==> src/rtl/mcu_params.svh <==
////////////////////////////////////////////////////////////////////////////
// Boot address, instruction memory depth and register count
////////////////////////////////////////////////////////////////////////////
`ifndef MCU_PARAMS_SVH
`define MCU_PARAMS_SVH

// First fetch address after reset
`define MCU_BOOT_ADDR 32'h0000_0100

// Instruction SRAM depth in words
`define MCU_IMEM_WORDS 64

// Architectural registers, r0 hardwired to zero
`define MCU_NUM_REGS 8

`endif

==> src/rtl/mini_isa_pkg.sv <==
////////////////////////////////////////////////////////////////////////////
// Opcodes, instruction formats, instruction union and core state enum
////////////////////////////////////////////////////////////////////////////
`default_nettype none

package mini_isa_pkg;

    // Unlisted codes execute as no-ops
    typedef enum logic [3:0] {
        ADD  = 4'h0,
        SUB  = 4'h1,
        XOR  = 4'h2,
        AND  = 4'h3,
        ADDI = 4'h4,
        LUI  = 4'h5,
        LW   = 4'h6,
        SW   = 4'h7,
        HALT = 4'h8
    } opcode_e;

    // Register form
    typedef struct packed {
        opcode_e     opcode;
        logic [2:0]  rd;
        logic [2:0]  rs1;
        logic [2:0]  rs2;
        logic [18:0] unused;
    } instr_r_t;

    // Immediate form, imm sits in the low half
    typedef struct packed {
        opcode_e            opcode;
        logic [2:0]         rd;
        logic [2:0]         rs1;
        logic [5:0]         unused;
        logic signed [15:0] imm;
    } instr_i_t;

    // Fetched word, opcode selects which view applies
    typedef union packed {
        instr_r_t r;
        instr_i_t i;
    } instr_u;

    typedef enum logic [2:0] {
        IDLE,
        FETCH,
        WAIT_INSTR,
        EXEC,
        DATA_REQ,
        DATA_WAIT,
        HALTED
    } core_state_e;

endpackage

`default_nettype wire

==> src/rtl/obi_pkg.sv <==
////////////////////////////////////////////////////////////////////////////
// OBI request and response structs used by the instruction and data buses
////////////////////////////////////////////////////////////////////////////
`default_nettype none

package obi_pkg;

    // Master to slave, held stable until gnt
    typedef struct packed {
        logic        req;
        logic        we;
        logic [3:0]  be;
        logic [31:0] addr;
        logic [31:0] wdata;
    } obi_req_t;

    // Slave to master
    typedef struct packed {
        logic        gnt;
        logic        rvalid;
        logic [31:0] rdata;
    } obi_resp_t;

endpackage

`default_nettype wire

==> src/rtl/cpu_subsystem.sv <==
////////////////////////////////////////////////////////////////////////////
// Multi-cycle core sequencer with OBI fetch and data ports
// and its register file
////////////////////////////////////////////////////////////////////////////
`default_nettype none
`include "mcu_params.svh"

module cpu_subsystem (
    input  logic               clk_i,
    input  logic               arst_n_i,
    input  logic               fetch_enable_i,
    output obi_pkg::obi_req_t  core_instr_req_o,
    input  obi_pkg::obi_resp_t core_instr_resp_i,
    output obi_pkg::obi_req_t  core_data_req_o,
    input  obi_pkg::obi_resp_t core_data_resp_i,
    output logic               core_sleep_o
);
    import mini_isa_pkg::*;

    core_state_e state_q;
    core_state_e state_d;
    logic [31:0] pc_q;
    instr_u      instr_q;

    opcode_e     opcode;
    logic        is_alu;
    logic        is_mem;
    logic        is_store;
    logic [31:0] imm_sext;
    logic [31:0] alu_result;
    logic [31:0] addr_sum;

    logic [2:0]  rf_raddr_a;
    logic [2:0]  rf_raddr_b;
    logic [2:0]  rf_waddr;
    logic        rf_we;
    logic [31:0] rf_wdata;
    logic [31:0] rf_rdata_a;
    logic [31:0] rf_rdata_b;

    // Opcode and rs1 sit at the same bits in both forms
    assign opcode   = instr_q.r.opcode;
    assign imm_sext = {{16{instr_q.i.imm[15]}}, instr_q.i.imm};
    assign is_mem   = (opcode == LW) || (opcode == SW);
    assign is_store = (opcode == SW);

    always_comb begin
        is_alu     = 1'b1;
        alu_result = '0;
        case (opcode)
            ADD:  alu_result = rf_rdata_a + rf_rdata_b;
            SUB:  alu_result = rf_rdata_a - rf_rdata_b;
            XOR:  alu_result = rf_rdata_a ^ rf_rdata_b;
            AND:  alu_result = rf_rdata_a & rf_rdata_b;
            ADDI: alu_result = rf_rdata_a + imm_sext;
            LUI:  alu_result = {instr_q.i.imm, 16'h0000};
            default: begin
                is_alu = 1'b0;
            end
        endcase
    end

    // Port b reads rd for stores, rs2 otherwise
    assign rf_raddr_a = instr_q.r.rs1;
    assign rf_raddr_b = is_store ? instr_q.i.rd : instr_q.r.rs2;
    assign rf_waddr   = instr_q.r.rd;

    // ALU results at the end of EXEC, load data on its rvalid
    assign rf_we = ((state_q == EXEC) && is_alu) ||
                   ((state_q == DATA_WAIT) && core_data_resp_i.rvalid && !is_store);
    assign rf_wdata = (state_q == DATA_WAIT) ? core_data_resp_i.rdata : alu_result;

    register_file register_file_inst (
        .clk_i     (clk_i),
        .arst_n_i  (arst_n_i),
        .raddr_a_i (rf_raddr_a),
        .raddr_b_i (rf_raddr_b),
        .waddr_i   (rf_waddr),
        .we_i      (rf_we),
        .wdata_i   (rf_wdata),
        .rdata_a_o (rf_rdata_a),
        .rdata_b_o (rf_rdata_b)
    );

    always_comb begin
        state_d = state_q;
        case (state_q)
            IDLE: begin
                if (fetch_enable_i) begin
                    state_d = FETCH;
                end
            end
            FETCH: begin
                if (core_instr_resp_i.gnt) begin
                    state_d = WAIT_INSTR;
                end
            end
            WAIT_INSTR: begin
                if (core_instr_resp_i.rvalid) begin
                    state_d = EXEC;
                end
            end
            EXEC: begin
                if (opcode == HALT) begin
                    state_d = HALTED;
                end else if (is_mem) begin
                    state_d = DATA_REQ;
                end else begin
                    state_d = FETCH;
                end
            end
            DATA_REQ: begin
                if (core_data_resp_i.gnt) begin
                    state_d = DATA_WAIT;
                end
            end
            DATA_WAIT: begin
                if (core_data_resp_i.rvalid) begin
                    state_d = FETCH;
                end
            end
            HALTED:  state_d = HALTED;
            default: state_d = IDLE;
        endcase
    end

    always_ff @(posedge clk_i or negedge arst_n_i) begin
        if (!arst_n_i) begin
            state_q <= IDLE;
            pc_q    <= `MCU_BOOT_ADDR;
        end else begin
            state_q <= state_d;
            // No branches, so the PC only steps forward
            if ((state_q == EXEC) && (opcode != HALT)) begin
                pc_q <= pc_q + 32'd4;
            end
        end
    end

    always_ff @(posedge clk_i) begin
        if ((state_q == WAIT_INSTR) && core_instr_resp_i.rvalid) begin
            instr_q <= instr_u'(core_instr_resp_i.rdata);
        end
    end

    // Fetch port is read-only
    assign core_instr_req_o.req   = (state_q == FETCH);
    assign core_instr_req_o.we    = 1'b0;
    assign core_instr_req_o.be    = 4'b1111;
    assign core_instr_req_o.addr  = pc_q;
    assign core_instr_req_o.wdata = '0;

    // Word aligned, full word accesses only
    assign addr_sum               = rf_rdata_a + imm_sext;
    assign core_data_req_o.req    = (state_q == DATA_REQ);
    assign core_data_req_o.we     = is_store;
    assign core_data_req_o.be     = 4'b1111;
    assign core_data_req_o.addr   = {addr_sum[31:2], 2'b00};
    assign core_data_req_o.wdata  = is_store ? rf_rdata_b : '0;

    assign core_sleep_o = (state_q == HALTED);

endmodule

`default_nettype wire

==> src/rtl/instr_sram.sv <==
////////////////////////////////////////////////////////////////////////////
// Instruction SRAM with an OBI slave port and a host loader write port
////////////////////////////////////////////////////////////////////////////
`default_nettype none
`include "mcu_params.svh"

module instr_sram #(
    parameter int unsigned DEPTH = `MCU_IMEM_WORDS
) (
    input  logic               clk_i,
    input  logic               arst_n_i,
    input  obi_pkg::obi_req_t  obi_req_i,
    output obi_pkg::obi_resp_t obi_resp_o,
    input  logic               host_we_i,
    input  logic [5:0]         host_addr_i,
    input  logic [31:0]        host_wdata_i
);

    localparam int unsigned AW = $clog2(DEPTH);

    logic [31:0]   mem [DEPTH];
    logic [31:0]   offset;
    logic [AW-1:0] rd_idx;
    logic [AW-1:0] wr_idx;
    logic [31:0]   rdata_q;
    logic          rvalid_q;

    // Word index relative to the boot address and wrapped at the depth
    assign offset = obi_req_i.addr - `MCU_BOOT_ADDR;
    assign rd_idx = AW'(offset[31:2] % DEPTH);
    assign wr_idx = AW'(host_addr_i);

    // Loader writes and registered fetch data
    always_ff @(posedge clk_i) begin
        if (host_we_i) begin
            mem[wr_idx] <= host_wdata_i;
        end
        if (obi_req_i.req) begin
            rdata_q <= mem[rd_idx];
        end
    end

    // One response per accepted request in the next cycle
    always_ff @(posedge clk_i or negedge arst_n_i) begin
        if (!arst_n_i) begin
            rvalid_q <= 1'b0;
        end else begin
            rvalid_q <= obi_req_i.req;
        end
    end

    // Never stalls
    assign obi_resp_o.gnt    = obi_req_i.req;
    assign obi_resp_o.rvalid = rvalid_q;
    assign obi_resp_o.rdata  = rdata_q;

endmodule

`default_nettype wire

==> src/rtl/mini_mcu.sv <==
////////////////////////////////////////////////////////////////////////////
// MCU top level, core subsystem and instruction SRAM
////////////////////////////////////////////////////////////////////////////
`default_nettype none

module mini_mcu (
    input  logic               clk_i,
    input  logic               arst_n_i,
    input  logic               fetch_enable_i,
    input  logic               host_we_i,
    input  logic [5:0]         host_addr_i,
    input  logic [31:0]        host_wdata_i,
    output obi_pkg::obi_req_t  core_data_req_o,
    input  obi_pkg::obi_resp_t core_data_resp_i,
    output logic               core_sleep_o
);
    import obi_pkg::*;

    // Internal instruction bus
    obi_req_t  core_instr_req;
    obi_resp_t core_instr_resp;

    cpu_subsystem cpu_subsystem_inst (
        .clk_i             (clk_i),
        .arst_n_i          (arst_n_i),
        .fetch_enable_i    (fetch_enable_i),
        .core_instr_req_o  (core_instr_req),
        .core_instr_resp_i (core_instr_resp),
        .core_data_req_o   (core_data_req_o),
        .core_data_resp_i  (core_data_resp_i),
        .core_sleep_o      (core_sleep_o)
    );

    instr_sram instr_sram_inst (
        .clk_i        (clk_i),
        .arst_n_i     (arst_n_i),
        .obi_req_i    (core_instr_req),
        .obi_resp_o   (core_instr_resp),
        .host_we_i    (host_we_i),
        .host_addr_i  (host_addr_i),
        .host_wdata_i (host_wdata_i)
    );

endmodule

`default_nettype wire

==> src/rtl/register_file.sv <==
////////////////////////////////////////////////////////////////////////////
// Flip-flop register file, two async read ports and one write port
////////////////////////////////////////////////////////////////////////////
`default_nettype none
`include "mcu_params.svh"

module register_file (
    input  logic        clk_i,
    input  logic        arst_n_i,
    input  logic [2:0]  raddr_a_i,
    input  logic [2:0]  raddr_b_i,
    input  logic [2:0]  waddr_i,
    input  logic        we_i,
    input  logic [31:0] wdata_i,
    output logic [31:0] rdata_a_o,
    output logic [31:0] rdata_b_o
);

    logic [31:0] regs_q [`MCU_NUM_REGS];

    // r0 is never written, so it keeps its reset value of zero
    always_ff @(posedge clk_i or negedge arst_n_i) begin
        if (!arst_n_i) begin
            for (int i = 0; i < `MCU_NUM_REGS; i++) begin
                regs_q[i] <= '0;
            end
        end else if (we_i && (waddr_i != 3'd0)) begin
            regs_q[waddr_i] <= wdata_i;
        end
    end

    // Combinational reads
    assign rdata_a_o = regs_q[raddr_a_i];
    assign rdata_b_o = regs_q[raddr_b_i];

endmodule

`default_nettype wire

==> config.mk <==
export PLATFORM = sky130hd
export DESIGN_NAME = mini_mcu
export DESIGN_NICKNAME = d
export VERILOG_FILES = /design/src/rtl/mini_isa_pkg.sv /design/src/rtl/obi_pkg.sv /design/src/rtl/cpu_subsystem.sv /design/src/rtl/instr_sram.sv /design/src/rtl/mini_mcu.sv /design/src/rtl/register_file.sv
export VERILOG_INCLUDE_DIRS = /design/src /design/src/rtl
export SDC_FILE = /design/constraint.sdc
export NUM_CORES = 2
export LEC_CHECK = 0
export BUFFER_PORTS_ARGS = -buffer_cell sky130_fd_sc_hd__buf_4
export CAP_MARGIN = 10
export CORE_UTILIZATION = 45
export CTS_BUF_LIST = sky130_fd_sc_hd__clkbuf_2 sky130_fd_sc_hd__clkbuf_4 sky130_fd_sc_hd__clkbuf_8
export DETAILED_ROUTE_END_ITERATION = 10
export HOLD_SLACK_MARGIN = 0.15
export PLACE_DENSITY = 0.6
export SETUP_SLACK_MARGIN = 0.4
export SYNTH_ARGS = -nofsm -noshare
export SYNTH_HDL_FRONTEND = slang
export SYNTH_SLANG_ARGS = --single-unit
==> constraint.sdc <==
create_clock -name clk_i -period 12.5 [get_ports clk_i]
set_input_delay 1.25 -clock clk_i [delete_from_list [all_inputs] [get_ports clk_i]]
set_output_delay 1.25 -clock clk_i [all_outputs]
set_load 0.05 [all_outputs]
==> metrics.txt <==
Main synth FF type=edfxtp_1; Worst Hold Class=primary input to asynchronous set/reset pin; most common cell after layout, fill and taps aside=edfxtp_1; Area Growth Syn to Fin=12.64%; Post-Syn Area per Cell=19.03 µm²; Post-synth EDFFs=1914; Synth warnings=0; combinational share of power=29.1%; Total Neg Setup Slack=0 ns; vias per cell=6.017; drt first pass iters=9; CP endpoint kind=output pin; clk root buf=clkbuf_8; Sw Share=30.97%; power share of the sequential group=41.5%; Syn Inst Count=4837; Final Hold Viols=0; P_int=14230 µW; port bufs=137; Die H=454.3 µm; remaining antenna violation count=0; first-pass GRT wire length=355.2 mm; fraction of layout cells with a size suffix above 1=32.62%; All-Layer GR Usage=24.13%; CTS Buffer Depth=4; CTS tree=done; Vias=48.85k; clock skew=0.1420 ns; highest-count cells in the layout ignoring fill and taps=edfxtp_1 (1914), mux4_2 (695), clkbuf_8 (387), nand2_1 (302); Iter 0 DRT Violations=5461; initial core utilization=45.40%; Critical Path Start Type=flip-flop; largest net degree at the start of global routing=121; Max Slew Vio Count=0; fin crit period=8.297 ns; Max H-tree Level=5; Total Wirelength=247.6 mm; synthesized area=92050 µm²; pre-CTS WS=4.328 ns; WP data arrival=7.05 ns; synth unique cells=84; vias in the first global route=50.12k; clk_lat worst skew=1.07 ns; flops & latches, synth=2180; Crit path required time=11.25 ns; setup ws final=4.203 ns; Core ar.=202700 µm²; post-cts gate resize count=0; initial antenna violation count=14; Crit Path Category=flip-flop to output pin; status=finished, final reports clean; Final Setup Violations=0; DP HPWL=140.6 mm; RSZ-0062 raised after global routing=false; sequential element share of the synthesized area=69.67%; Max IR drop VDD=0.1569 mV; Row Count=165; relative slew slack=21.20%; Max Cap Viol=0; Switch Pwr=6386 µW; FF-to-FF path depth=25; CP Max Fanout=41; worst slew pin tran=1.182 ns; post-CTS setup buffers=0; final worst path period share=66.37%; Clk pwr share=29.4%; Fmax achieved=0.1205 GHz; Post-synth ARST share=12.20%; Ports=147; WL/cell=30.50 µm; CTS clk-pin slew, worst paths=0.06 ns; total power=20620 µW; CTS Buf Count=372; routability cong.=0.9248; power density cells=198.9 nW/µm²; Die Wd=454.3 µm; gr ovfl total=0; number of clock sinks=2180; final net count=5346; Residual DRC=0; die area=206400 µm²; Leak=0.03503 µW; CTS Hold Buffers Added=0
==> logic make-up after synthesis <==
group | synth area share (%)
flops | 69.67
compound gates | 3.439
simple gates | 3.561
xor+xnor | 0.8727
mux | 19.42
buf+inv | 1.593
other cells | 0.008159
fa+ha+maj | 1.430
==> registers in the layout, indices dropped and copies added (netlist names) <==
signal / cells
cpu_subsystem_inst.instr_q: 29
instr_sram_inst.rdata_q: 29
cpu_subsystem_inst.state_q: 3
cpu_subsystem_inst.pc_q: 6
instr_sram_inst.rvalid_q: 1
instr_sram_inst.mem: 1856
cpu_subsystem_inst.register_file_inst.regs_q: 256
==> synthesized netlist by cell type (all sizes together) (6+ instances only) <==
library cell | instances | area share [%]
nor3 | 42 | 0.24
xnor2 | 68 | 0.66
nor2 | 212 | 0.88
nor2b | 15 | 0.10
o31ai | 51 | 0.42
nand4 | 13 | 0.088
and2 | 11 | 0.075
mux2 | 155 | 1.9
a211oi | 6 | 0.049
nand3 | 60 | 0.33
nand3b | 8 | 0.065
a21o | 24 | 0.20
a22oi | 18 | 0.15
dfrtp | 266 | 7.2
buf | 87 | 0.48
clkbuf | 227 | 0.93
o21ai | 101 | 0.55
o211ai | 9 | 0.073
a31oi | 27 | 0.18
a32oi | 16 | 0.15
mux2i | 46 | 0.52
xor2 | 22 | 0.21
and3 | 12 | 0.082
ha | 102 | 1.4
o21a | 17 | 0.14
a221o | 11 | 0.12
edfxtp | 1914 | 62
nand2b | 18 | 0.12
a311oi | 8 | 0.076
nand2 | 302 | 1.2
mux4 | 695 | 17
o21bai | 7 | 0.057
a221oi | 19 | 0.21
or3 | 13 | 0.088
a21oi | 104 | 0.57
inv | 46 | 0.19
a22o | 9 | 0.086
==> power groups by stage <==
stage                     sequential, µW  clock (µW)  combinational (µW)
after CTS                           8560        6200                6080
after global routing                8590        6500                6360
after detailed placement            8700           0                6070
after global placement              8690           0                6030
after floorplan                     8480           0                4250
final                               8550        6070                6000
==> metal layers <==
metal,track usage [%],wire (µm)
met1,32.85,101800
met2,39.10,120800
met5,0,28
met4,8.638,8377
met3,4.340,16670
==> per-stage QoR <==
| step | std cells | cell area (µm²) | utilization [%] | hold WS (ns) |
|---|---|---|---|---|
| 2_1_floorplan | 4841 | 92060 | - | 0.4003 |
| 6_report | 8119 | 103700 | 51.14 | 0.2253 |
| 4_1_cts | 8110 | 103700 | 51.13 | 0.1790 |
| 3_5_place_dp | 7464 | 96740 | 47.72 | 0.3830 |
| 3_3_place_gp | 7464 | 96740 | 47.72 | 0.3829 |
| 5_1_grt | 8115 | 103700 | 51.14 | 0.2167 |
==> critical path, cell delays in order, from the launching register on <==
cell	delay (ns)
edfxtp_1	0.34
buf_4	0.46
buf_4	0.86
mux4_2	0.61
mux2_2	0.37
ha_1	0.42
and3_1	0.20
nor4b_1	0.86
a21o_1	0.28
a31oi_1	0.19
o311a_1	0.46
xnor2_1	0.62
buf_4	0.32
==> path summary, 6_finish.rpt <==
check	startpoint	to	slack, ns
max	cpu_subsystem_inst.instr_q[22]$_DFFE_PP_	core_data_req_o[63]	4.20
min reg2reg	flip-flop	flip-flop	0.40
max in group asynchronous	arst_n_i	cpu_subsystem_inst.register_file_inst.regs_q[54]$_DFFE_PN0P_	10.23
min	arst_n_i	asynchronous set/reset pin	0.23
min in group clk_i	flip-flop	flip-flop	0.40
max reg2reg	cpu_subsystem_inst.instr_q[28]$_DFFE_PP_	cpu_subsystem_inst.register_file_inst.regs_q[63]$_DFFE_PN0P_	4.23
==> area by class of cell <==
class,instances,area (µm²)
fill,16370,99050
sequential,2180,64150
multi-input combinational,2301,27030
clock buffer,505,6212
tap,2672,3343
timing repair buffer,265,2047
clock inverter,141,703.2
inverter,46,172.7
antenna,9,22.52
Power figures use the tool's default switching activity.
